`config.mk`:
```
export PLATFORM = sky130hd
export DESIGN_NAME = sonic_tx_path
export DESIGN_NICKNAME = d
export VERILOG_FILES = /design/src/common/tx_path_pkg.sv /design/src/tx_ring/tx_block_ring.sv /design/src/design/tx_word_unpacker.sv /design/src/design/tx_ready_ctl.sv /design/src/design/gearbox_66_40.sv /design/src/design/sonic_tx_path.sv
export VERILOG_INCLUDE_DIRS = /design/src /design/src/common
export SDC_FILE = /design/constraint.sdc
export NUM_CORES = 2
export LEC_CHECK = 0
export BUFFER_PORTS_ARGS = -buffer_cell sky130_fd_sc_hd__buf_2
export CORE_MARGIN = 2
export CORE_UTILIZATION = 55
export CTS_BUF_LIST = sky130_fd_sc_hd__clkbuf_2 sky130_fd_sc_hd__clkbuf_4 sky130_fd_sc_hd__clkbuf_8
export CTS_CLUSTER_DIAMETER = 100
export DETAILED_ROUTE_END_ITERATION = 8
export GPL_TIMING_DRIVEN = 1
export PLACE_DENSITY = 0.76
export SETUP_SLACK_MARGIN = 0.05
export SYNTH_ARGS = -nofsm -noshare
export SYNTH_HDL_FRONTEND = slang
export SYNTH_MEMORY_MAX_BITS = 65536
export SYNTH_SLANG_ARGS = --single-unit
```
`constraint.sdc`:
```
create_clock -name rd_clock -period 8.5 [get_ports rd_clock]
set_input_delay 1.7 -clock rd_clock [delete_from_list [all_inputs] [get_ports rd_clock]]
set_output_delay 1.7 -clock rd_clock [all_outputs]
set_load 0.02 [all_outputs]
```
`src/common/tx_path_config.svh`:
```
`ifndef TX_PATH_CONFIG_SVH
`define TX_PATH_CONFIG_SVH

// ----------------------------------------------------------------------------
// Ring sizing
// ----------------------------------------------------------------------------

// Address width of the block ring
`define TX_RING_AW 6

// Slot count, must stay 2 ** TX_RING_AW
`define TX_RING_DEPTH 64

// ----------------------------------------------------------------------------
// Readiness hysteresis
// ----------------------------------------------------------------------------

// Stored blocks needed before the gearbox is switched on
`define TX_START_LEVEL 16

`endif

```
`src/common/tx_path_pkg.sv`:
```
package tx_path_pkg;

   // -------------------------------------------------------------------------
   // Host side word and line side block formats
   // -------------------------------------------------------------------------

   // One DMA write: two qwords, low qword goes out on the line first
   typedef struct packed {
      logic [1:0]   ctrl;    // One flag per qword, 1 marks a control block
      logic [127:0] data;
   } dma_word_t;

   // One 66-bit block as stored in the ring
   typedef struct packed {
      logic [1:0]  sync;
      logic [63:0] payload;  // Bit 0 leaves right after the sync header
   } tx_block_t;

   // Sync headers, bit 0 is sent first
   localparam logic [1:0] SYNC_DATA = 2'b01;
   localparam logic [1:0] SYNC_CTRL = 2'b10;

   // Word handed to the serializer each valid cycle
   typedef logic [39:0] line_word_t;

endpackage

```
`src/tx_ring/tx_block_ring.sv`:
```
`include "tx_path_config.svh"

module tx_block_ring import tx_path_pkg::*; (
   input  logic                 rd_clock,
   input  logic                 reset,
   input  tx_block_t            blk_wr,
   input  logic                 blk_wr_en,
   output tx_block_t            blk_rd,
   input  logic                 blk_rd_req,
   output logic                 empty,
   output logic [`TX_RING_AW:0] used
);

   localparam logic [`TX_RING_AW:0] DEPTH_W = `TX_RING_DEPTH;

   tx_block_t              mem [`TX_RING_DEPTH];
   logic [`TX_RING_AW-1:0] wr_ptr;
   logic [`TX_RING_AW-1:0] rd_ptr;
   logic                   full;
   logic                   wr_fire;
   logic                   rd_fire;

   // ------------------------------------------------------------------------
   // Flags
   // ------------------------------------------------------------------------

   assign empty = (used == '0);
   assign full  = (used == DEPTH_W);

   // Guard pointers against overrun and underrun
   assign wr_fire = blk_wr_en && !full;
   assign rd_fire = blk_rd_req && !empty;

   // Show-ahead: head block always on the read port
   assign blk_rd = mem[rd_ptr];

   // ------------------------------------------------------------------------
   // Storage
   // ------------------------------------------------------------------------

   always_ff @(posedge rd_clock) begin
      if (wr_fire) begin
         mem[wr_ptr] <= blk_wr;
      end
   end

   // ------------------------------------------------------------------------
   // Pointers and fill level
   // ------------------------------------------------------------------------

   // Pointers wrap naturally at the ring depth
   always_ff @(posedge rd_clock or posedge reset) begin
      if (reset) begin
         wr_ptr <= '0;
         rd_ptr <= '0;
      end else begin
         if (wr_fire) begin
            wr_ptr <= wr_ptr + 1'b1;
         end
         if (rd_fire) begin
            rd_ptr <= rd_ptr + 1'b1;
         end
      end
   end

   // Simultaneous read and write leaves the count unchanged
   always_ff @(posedge rd_clock or posedge reset) begin
      if (reset) begin
         used <= '0;
      end else begin
         case ({wr_fire, rd_fire})
            2'b10:   used <= used + 1'b1;
            2'b01:   used <= used - 1'b1;
            default: used <= used;
         endcase
      end
   end

endmodule

```
`src/design/tx_word_unpacker.sv`:
```
`include "tx_path_config.svh"

module tx_word_unpacker import tx_path_pkg::*; (
   input  logic                 rd_clock,
   input  logic                 reset,
   input  dma_word_t            dma_in,
   input  logic                 dma_valid,
   output logic                 dma_ready,
   input  logic [`TX_RING_AW:0] ring_used,
   output tx_block_t            blk_wr,
   output logic                 blk_wr_en
);

   localparam logic [`TX_RING_AW:0] DEPTH_W = `TX_RING_DEPTH;

   logic                 accept;
   logic                 hi_pending;
   tx_block_t            hi_blk;
   logic [`TX_RING_AW:0] free_slots;

   // Build one block from a qword and its control flag
   function automatic tx_block_t make_block(input logic ctrl, input logic [63:0] qword);
      tx_block_t blk;
      blk.sync    = ctrl ? SYNC_CTRL : SYNC_DATA;
      blk.payload = qword;
      return blk;
   endfunction

   // Free slots, minus the block already on its way into the ring
   assign free_slots = DEPTH_W - ring_used - {{`TX_RING_AW{1'b0}}, blk_wr_en};

   // Room for both halves, and nothing left over from the last word
   assign dma_ready = !hi_pending && (free_slots >= 2);
   assign accept    = dma_valid && dma_ready;

   // Write sequence: low block at the next edge, high block one edge later
   always_ff @(posedge rd_clock or posedge reset) begin
      if (reset) begin
         hi_pending <= 1'b0;
         blk_wr_en  <= 1'b0;
      end else begin
         blk_wr_en  <= accept | hi_pending;
         hi_pending <= accept;
      end
   end

   // Block registers
   always_ff @(posedge rd_clock) begin
      if (accept) begin
         blk_wr <= make_block(dma_in.ctrl[0], dma_in.data[63:0]);
         hi_blk <= make_block(dma_in.ctrl[1], dma_in.data[127:64]);
      end else if (hi_pending) begin
         blk_wr <= hi_blk;
      end
   end

endmodule

```
`src/design/tx_ready_ctl.sv`:
```
`include "tx_path_config.svh"

module tx_ready_ctl import tx_path_pkg::*; (
   input  logic                 rd_clock,
   input  logic                 reset,
   input  logic [`TX_RING_AW:0] used,
   output logic                 gearbox_ena
);

   localparam logic [`TX_RING_AW:0] START_W = `TX_START_LEVEL;

   logic level_high;
   logic level_zero;

   assign level_high = (used >= START_W);
   assign level_zero = (used == '0);

   // Hysteresis keeps the line fed for a whole burst
   // Switch on at the start level, switch off only when fully drained
   always_ff @(posedge rd_clock or posedge reset) begin
      if (reset) begin
         gearbox_ena <= 1'b0;
      end else if (!gearbox_ena) begin
         if (level_high) begin
            gearbox_ena <= 1'b1;
         end
      end else begin
         if (level_zero) begin
            gearbox_ena <= 1'b0;
         end
      end
   end

endmodule

```
`src/design/gearbox_66_40.sv`:
```
module gearbox_66_40 import tx_path_pkg::*; (
   input  logic       rd_clock,
   input  logic       reset,
   input  logic       gearbox_ena,
   input  logic       link_enable,
   input  tx_block_t  blk_rd,
   input  logic       empty,
   output logic       blk_rd_req,
   output line_word_t tx_data,
   output logic       tx_valid
);

   // Up to 39 held bits plus one fresh block
   localparam int BUF_W = 105;

   logic [BUF_W-1:0] bits_q;
   logic [6:0]       fill_q;
   logic             active;
   logic [65:0]      blk_bits;
   logic [BUF_W-1:0] blk_ext;
   logic [BUF_W-1:0] merged;
   logic [6:0]       fill_merged;
   logic             emit;

   // ------------------------------------------------------------------------
   // Take and emit decision
   // ------------------------------------------------------------------------

   assign active = gearbox_ena && link_enable;

   // Only pull a block when short of one line word
   assign blk_rd_req = active && (fill_q < 7'd40) && !empty;

   // Line order, LSB first: sync header, then payload
   assign blk_bits = {blk_rd.payload, blk_rd.sync};
   assign blk_ext  = {{(BUF_W - 66){1'b0}}, blk_bits};

   // New block lands just above the held bits
   assign merged      = blk_rd_req ? (bits_q | (blk_ext << fill_q)) : bits_q;
   assign fill_merged = blk_rd_req ? (fill_q + 7'd66) : fill_q;

   assign emit = active && (fill_merged >= 7'd40);

   // ------------------------------------------------------------------------
   // Bit buffer
   // ------------------------------------------------------------------------

   // Bits above fill_q stay zero so the OR merge is clean
   always_ff @(posedge rd_clock or posedge reset) begin
      if (reset) begin
         bits_q <= '0;
         fill_q <= '0;
      end else if (emit) begin
         bits_q <= merged >> 40;
         fill_q <= fill_merged - 7'd40;
      end else begin
         // Held bits survive a stall or disable
         bits_q <= merged;
         fill_q <= fill_merged;
      end
   end

   // ------------------------------------------------------------------------
   // Line output
   // ------------------------------------------------------------------------

   // Oldest 40 bits leave first, zeros when idle
   always_ff @(posedge rd_clock or posedge reset) begin
      if (reset) begin
         tx_data  <= '0;
         tx_valid <= 1'b0;
      end else if (emit) begin
         tx_data  <= merged[39:0];
         tx_valid <= 1'b1;
      end else begin
         tx_data  <= '0;
         tx_valid <= 1'b0;
      end
   end

endmodule

```
`src/design/sonic_tx_path.sv`:
```
`include "tx_path_config.svh"

module sonic_tx_path import tx_path_pkg::*; (
   input  logic                 rd_clock,
   input  logic                 reset,
   input  dma_word_t            dma_in,
   input  logic                 dma_valid,
   output logic                 dma_ready,
   input  logic                 link_enable,
   output line_word_t           tx_data,
   output logic                 tx_valid,
   output logic                 gearbox_ena,
   output logic [`TX_RING_AW:0] ring_level
);

   tx_block_t            blk_wr;
   logic                 blk_wr_en;
   tx_block_t            blk_rd;
   logic                 blk_rd_req;
   logic                 ring_empty;
   logic [`TX_RING_AW:0] ring_used;

   assign ring_level = ring_used;

   // ------------------------------------------------------------------------
   // Producer: DMA words into blocks
   // ------------------------------------------------------------------------

   tx_word_unpacker u_unpacker (
      .rd_clock  (rd_clock),
      .reset     (reset),
      .dma_in    (dma_in),
      .dma_valid (dma_valid),
      .dma_ready (dma_ready),
      .ring_used (ring_used),
      .blk_wr    (blk_wr),
      .blk_wr_en (blk_wr_en)
   );

   // Block storage
   tx_block_ring u_ring (
      .rd_clock   (rd_clock),
      .reset      (reset),
      .blk_wr     (blk_wr),
      .blk_wr_en  (blk_wr_en),
      .blk_rd     (blk_rd),
      .blk_rd_req (blk_rd_req),
      .empty      (ring_empty),
      .used       (ring_used)
   );

   // Holds the line off until enough blocks are stored
   tx_ready_ctl u_ready (
      .rd_clock    (rd_clock),
      .reset       (reset),
      .used        (ring_used),
      .gearbox_ena (gearbox_ena)
   );

   // ------------------------------------------------------------------------
   // Consumer: blocks onto the 40-bit line
   // ------------------------------------------------------------------------

   gearbox_66_40 u_gearbox (
      .rd_clock    (rd_clock),
      .reset       (reset),
      .gearbox_ena (gearbox_ena),
      .link_enable (link_enable),
      .blk_rd      (blk_rd),
      .empty       (ring_empty),
      .blk_rd_req  (blk_rd_req),
      .tx_data     (tx_data),
      .tx_valid    (tx_valid)
   );

endmodule

```
## After elaboration in Yosys (flattened, before gate mapping)

Memories as Yosys holds them, arrays and structs flattened.
Index checks and enable logic that the tools add are counted.

| storage, ports and cells | value |
|---|---|
| register bits | 307 |
| RAM bits | 4224 |
| input port bits | 134 |
| output and inout bits | 50 |
| logic and storage cells | 63 |
| memories kept | 1 |

Memories:

| name | words | bits a word | read ports | clocked after Yosys merged registers in | wr ports | RTL line | RTL |
|---|---|---|---|---|---|---|---|
| u_ring.mem | 64 | 66 | 1 | 0 | 1 | tx_block_ring.sv:16 | `` tx_block_t mem [`TX_RING_DEPTH]; `` |

| cells by class | value |
|---|---|
| $add $sub $neg | 8 |
| magnitude comparators | 4 |
| equal/unequal tests | 3 |
| shift operators | 1 |
| mux-type cells | 16 |
| bitwise gates (word level) | 2 |
| reductions and logical operators | 14 |

Operator list:

| operator | count |
|---|---|
| $mux 105 | 2 |
| $mux 66 | 2 |
| $or 105x105->105 | 1 |
| $shl 66x7->105 | 1 |
| $mux 40 | 1 |
| $mux 7 | 2 |
| $pmux 7 s2 | 1 |
| $add 6x1->6 const B | 2 |
| $logic_and 1x1->1 | 8 |
| $add 7x1->7 const B | 1 |
| $add 7x7->7 const B | 1 |
| $eq 7x7->1 const B | 1 |
| $ge 7x2->1 const B | 1 |
| $ge 7x5->1 const B | 1 |
| $ge 7x6->1 const B | 1 |
| $logic_not 7->1 | 1 |
| $lt 7x6->1 const B | 1 |
| $sub 7x1->7 | 1 |
| $sub 7x1->7 const B | 1 |
| $sub 7x6->7 const B | 1 |
| $sub 7x7->7 const A | 1 |
| $mux 1 | 6 |
| $mux 2 | 2 |
| $reduce_bool 2->1 | 2 |
| other kinds (4) | 6 |

## Depth between registers and ports, before layout

| depth | value |
|---|---|
| depth in word-level cells | 7 |
| mapped depth | 19 |
| gate-level depth less buffers | 17 |

## Cells and area by module

A second synthesis with hierarchy kept.

| second synthesis, totals | value |
|---|---|
| cell total of the unflattened synthesis | 8173 |
| area, all modules | 176417.9 um2 |

By module, submodules not included:

| module | instances | cells an instance | area an instance (um2) | sequential area each (um2) |
|---|---|---|---|---|
| tx_block_ring | 1 | 6955 | 161483.6 | 127317.1 |
| gearbox_66_40 | 1 | 966 | 9763.1 | 3803.6 |
| tx_word_unpacker | 1 | 247 | 5124.9 | 4013.8 |
| tx_ready_ctl | 1 | 5 | 46.3 | 25.0 |

## Worst setup path after synthesis

No wires, ideal clock.

| timing | value |
|---|---|
| path type | reg-to-reg |
| start point | register u_ring.used[2] |
| end point | memory u_ring.mem[63][0] (netlist name), enable pin |
| library setup time | 0.491 ns |
| arrival time | 4.586 ns |
| required time | 8.009 ns |
| path slack | 3.423 ns |
| cell stages (with the launch flop) | 8 |
| buffers on the path | 1 |
| period minus slack after synthesis | 5.077 ns |
| path through | dfrtp_1 > inv_1 > ha_1 > a41oi_1 > and2_1 > nand3_1 > clkbuf_1 > nor2_1 |

| on the way | value |
|---|---|
| word-level cells in the longest chain between the ends | 5 |

Ends and longest elaborated chain:

| element | RTL line | RTL |
|---|---|---|
| start, declared | tx_block_ring.sv:11 | `` output logic [`TX_RING_AW:0] used `` |
| start signal, assigned | tx_block_ring.sv:72 | `2'b10: used <= used + 1'b1;` |
| start signal, assigned | tx_block_ring.sv:73 | `2'b01: used <= used - 1'b1;` |
| start signal, assigned | tx_block_ring.sv:74 | `default: used <= used;` |
| $eq 7x7->1 | tx_block_ring.sv:28 | `assign full = (used == DEPTH_W);` |
| $logic_not 1->1 | tx_block_ring.sv:31 | `assign wr_fire = blk_wr_en && !full;` |
| $logic_and 1x1->1 | tx_block_ring.sv:31 |  |
| $mux 1 | tx_block_ring.sv:42 | `if (wr_fire) begin` |
| $mux 1 (not written as such) | tx_block_ring.sv:43 | `mem[wr_ptr] <= blk_wr;` |
| end, declared | tx_block_ring.sv:16 |  |

No other way between the ends.

## Worst setup path in the final report

| timing | value |
|---|---|
| start point | register u_ring.rd_ptr[2] |
| end point | register u_gearbox.bits_q[30] |

| on the way | value |
|---|---|
| word-level cells in the longest chain between the ends | 5 |

Ends and longest elaborated chain:

| element | RTL line | RTL |
|---|---|---|
| start, declared | tx_block_ring.sv:18 | `` logic [`TX_RING_AW-1:0] rd_ptr; `` |
| start signal, assigned | tx_block_ring.sv:61 | `rd_ptr <= rd_ptr + 1'b1;` |
| $mem_v2 64x66 | - |  |
| $shl 66x7->105 | gearbox_66_40.sv:39 | `assign merged = blk_rd_req ? (bits_q \| (blk_ext << fill_q)) : bits_q;` |
| $or 105x105->105 | gearbox_66_40.sv:39 |  |
| $mux 105 | gearbox_66_40.sv:39 |  |
| $mux 105 | gearbox_66_40.sv:53 | `end else if (emit) begin` |
| end signal, assigned | gearbox_66_40.sv:54 | `bits_q <= merged >> 40;` |
| end signal, assigned | gearbox_66_40.sv:58 | `bits_q <= merged;` |
| end, declared | gearbox_66_40.sv:16 | `logic [BUF_W-1:0] bits_q;` |

No other way between the ends.
A chain may end at the register's enable or synchronous reset.

==> impl_metrics.py <==
metrics = {
    "outcome": {
        "violations": "max-capacitance violations, max-slew violations",
        "run_status": "finished with violations",
    },
    "power": {
        "p_per_area_nw_per_um2": 351,
        "p_leak_nw": 65.1,
        "peakVddDrop_mv": 0.524,
        "finalPower_mw": 69.8,
    },
    "setup_path": {
        "arrival_ps": 7470,
        "r2r_setup_slack_ps": 2210,
        "r2r_end": "u_gearbox.bits_q[30]",
        "r2r_start": "u_ring.rd_ptr[2]",
        "path_delay_family": "simple AND/OR/NAND/NOR gates",
        "r2r_cells": 11,
        "crit_type": "flop to flop",
        "cp-start-kind": "flop",
        "path_cells": "buf_4 -> nand2b_1 -> nor2_1 -> a22oi_1 -> nand4_1 -> nor3_1 -> a21oi_1 -> mux2i_1 -> mux4_2 -> or4_1 -> o211ai_1",
        "cp_slowest_cell": "nor2_1",
        "end_kind": "flop",
        "slowest_delay_ps": 1270,
        "worstPathRequired_ps": 9670,
        "worst-path-max-fanout": 34,
        "worst-path-buf-inv": 1,
    },
    "synth": {
        "synthCells": 9146,
        "synth_edf_count": 4356,
        "yosys.area.top_type_share_pct": 73.3,
        "ys.flop_type": "edfxtp_1",
        "async_flop_share_pct": 3.84,
        "synth.area.top_cells": "edfxtp_1, mux4_2, mux2i_1, dfrtp_1, a22oi_1",
        "yosysWarnings": 0,
        "synth_fp_nets": 9303,
        "postSynthAreaPerCell_um2": 19.5,
        "seq_area_frac_synth_pct": 75.7,
        "synthTopCellsByCount": "edfxtp_1, mux2i_1, mux4_2",
        "synth-seq-cells": 4530,
        "synth.most_common_cell": "edfxtp_1",
        "syn-cell-area_um2": 178000,
        "synth_cell_types": 103,
        "yosysTopAreaCell": "edfxtp_1",
    },
    "floorplan": {
        "die_w_um": 574,
        "initial_core_util_pct": 55.2,
        "core-area_um2": 323000,
        "rows": 209,
        "io_pins": 184,
        "die_y_um": 574,
        "dieArea_um2": 329000,
    },
    "clocking": {
        "clk_path_buf_depth": 4,
        "cts_resized": 0,
        "htreeDepth": 6,
        "clkLatencyLatePin_ps": 1270,
        "root_buffer": "clkbuf_8",
        "cts_tree": "done",
        "cts_made_buffers": 687,
        "clock-sinks": 4530,
        "cts-hold-fix-buffers": 0,
        "clkTransAtPathRegs_ps": 60,
        "post_cts_buffers": 0,
    },
    "routing": {
        "first_iter_violations": 19000,
        "routed_via_density": 7.02,
        "remaining_drc_errors": 0,
        "routed_wl_mm": 570,
        "ant_nets": 0,
        "vias": 103000,
        "wl_per_cell_um": 38.7,
        "drt-pass1-iter-count": 8,
    },
    "sta": {
        "rsz0062_at_grt": "false",
        "whs_ps": 478,
        "min_period_ps": 6290,
        "maxSlewHeadroom_pct": -11.5,
        "setup_ws_ps": 2210,
        "tns_ps": 0,
        "finalCritPeriodShare_pct": 74.0,
        "fmax_mhz": 159,
        "hold_violations": 0,
        "clock_skew_ps": 91.7,
        "slew_viol_final": 8,
        "setup_viol": 0,
        "tightest_slew_ps": 1660,
    },
    "final_layout": {
        "areaGrowthSynthToFinish_pct": 11.4,
        "final_cells": 14700,
        "final_cell_area_um2": 199000,
        "utilization_pct": 61.4,
        "layout-drive-gt1-share_pct": 24.9,
        "nNetsFinal": 9967,
    },
    "min_path": {
        "min_to": "u_gearbox.bits_q[64]",
        "hold_depth": 2,
        "worstHoldStart": "u_gearbox.bits_q[104]",
        "holdCritPathClass": "flop to flop",
    },
    "placement": {
        "place_inst": 13400,
        "gp_congestion": 0.929,
        "place_area_um2": 185000,
        "pre_cts_slack_ps": 2250,
        "hpwl_mm": 317,
        "portBuffers": 183,
    },
    "grt": {
        "grt_max_degree": 114,
        "grt_first_pass_wirelength_mm": 780,
        "grt_overflow": 0,
        "grtUsageTotal_pct": 34.1,
        "grt_pass1_vias": 99900,
        "antenna_found_initial": 30,
    },
    "job": {
        "cap_viol_max_count": 2,
    },
}
==> routing by layer <==
metal  routed length (µm)  up-vias  track usage [%]
met5                   85        -                0
li1                     -    39100                -
met4                39500       14             20.0
met1               190000    52400             45.5
met3                92500     1827             11.4
met2               248000     9802             49.4
==> cell type report <==
type                            instances  area (µm²)
Sequential cell                      4530      135000
Fill cell                           22000      125000
Multi-Input combinational cell       4039       40600
Clock buffer                          951       11500
Tap cell                             4325        5410
Timing Repair Buffer                  513        4020
Clock inverter                        291        1790
Inverter                               39         159
Antenna cell                           22        55.1
==> sequential cells by signal, summed over array words and instances, names as in the netlist <==
name                   count
u_ring.wr_ptr              6
u_ring.rd_ptr              6
u_unpacker.hi_pending      1
u_unpacker.hi_blk         66
u_unpacker.blk_wr_en       1
u_ring.used                7
u_unpacker.blk_wr         66
u_ready.gearbox_ena        1
u_gearbox.bits_q         105
u_gearbox.fill_q           6
u_gearbox.tx_data         40
u_ring.mem              4224
u_gearbox.tx_valid         1
==> report_power, final <==
| group | leakage (nW) | internal (mW) | switching [mW] |
|---|---|---|---|
| logic | 16.4 | 7.92 | 16.5 |
| clock network | 7.03 | 9.10 | 8.52 |
| registers | 41.6 | 27.0 | 0.792 |
| total | 65.1 | 44.0 | 25.8 |
==> logic make-up after synthesis <==
family / synth area share (%)
adder cells (fa/ha/maj): 0.165
buffers and inverters: 1.94
flip-flops: 75.7
XOR/XNOR: 0.123
AO/OA/AOI/OAI: 4.86
multiplexers: 14.1
AND/OR/NAND/NOR: 3.02
==> worst max-delay path by stage <==
stage | from | end | slack, ps | cells after the start
floorplan | reset | u_gearbox.bits_q[0] | 2080 | 1
global placement | link_enable | u_gearbox.bits_q[17] | 2300 | 18
detailed placement | link_enable | u_gearbox.bits_q[17] | 2250 | 18
CTS | u_ring.rd_ptr[1] | u_gearbox.bits_q[22] | 2600 | 11
global route | u_ring.rd_ptr[0] | u_gearbox.bits_q[45] | 2310 | 12
finish | u_ring.rd_ptr[2] | u_gearbox.bits_q[30] | 2210 | 11
==> layout by cell type, fill, tap and decap left out, types with 69 or more instances in the layout <==
master    instances
mux4_2          742
nand3_1         106
clkbuf_8        701
o22ai_1         171
nand2_1         475
mux2i_1         743
a21oi_1         162
mux2_2           94
a22oi_1         324
nor2_1          230
edfxtp_1       4356
clkbuf_4        250
a211oi_1         73
clkinv_1        173
nor2_4           69
buf_2           183
o21ai_0         119
buf_4           280
dfrtp_1         164
==> worst register-to-register path, stage by stage (launching register included) <==
cell and delay, ps:
dfrtp_4 780, buf_4 630, nand2b_1 840, nor2_1 1270, a22oi_1 220, nand4_1 330, nor3_1 210, a21oi_1 530
mux2i_1 330, mux4_2 570, or4_1 410, o211ai_1 90
Power figures use the tool's default switching activity.
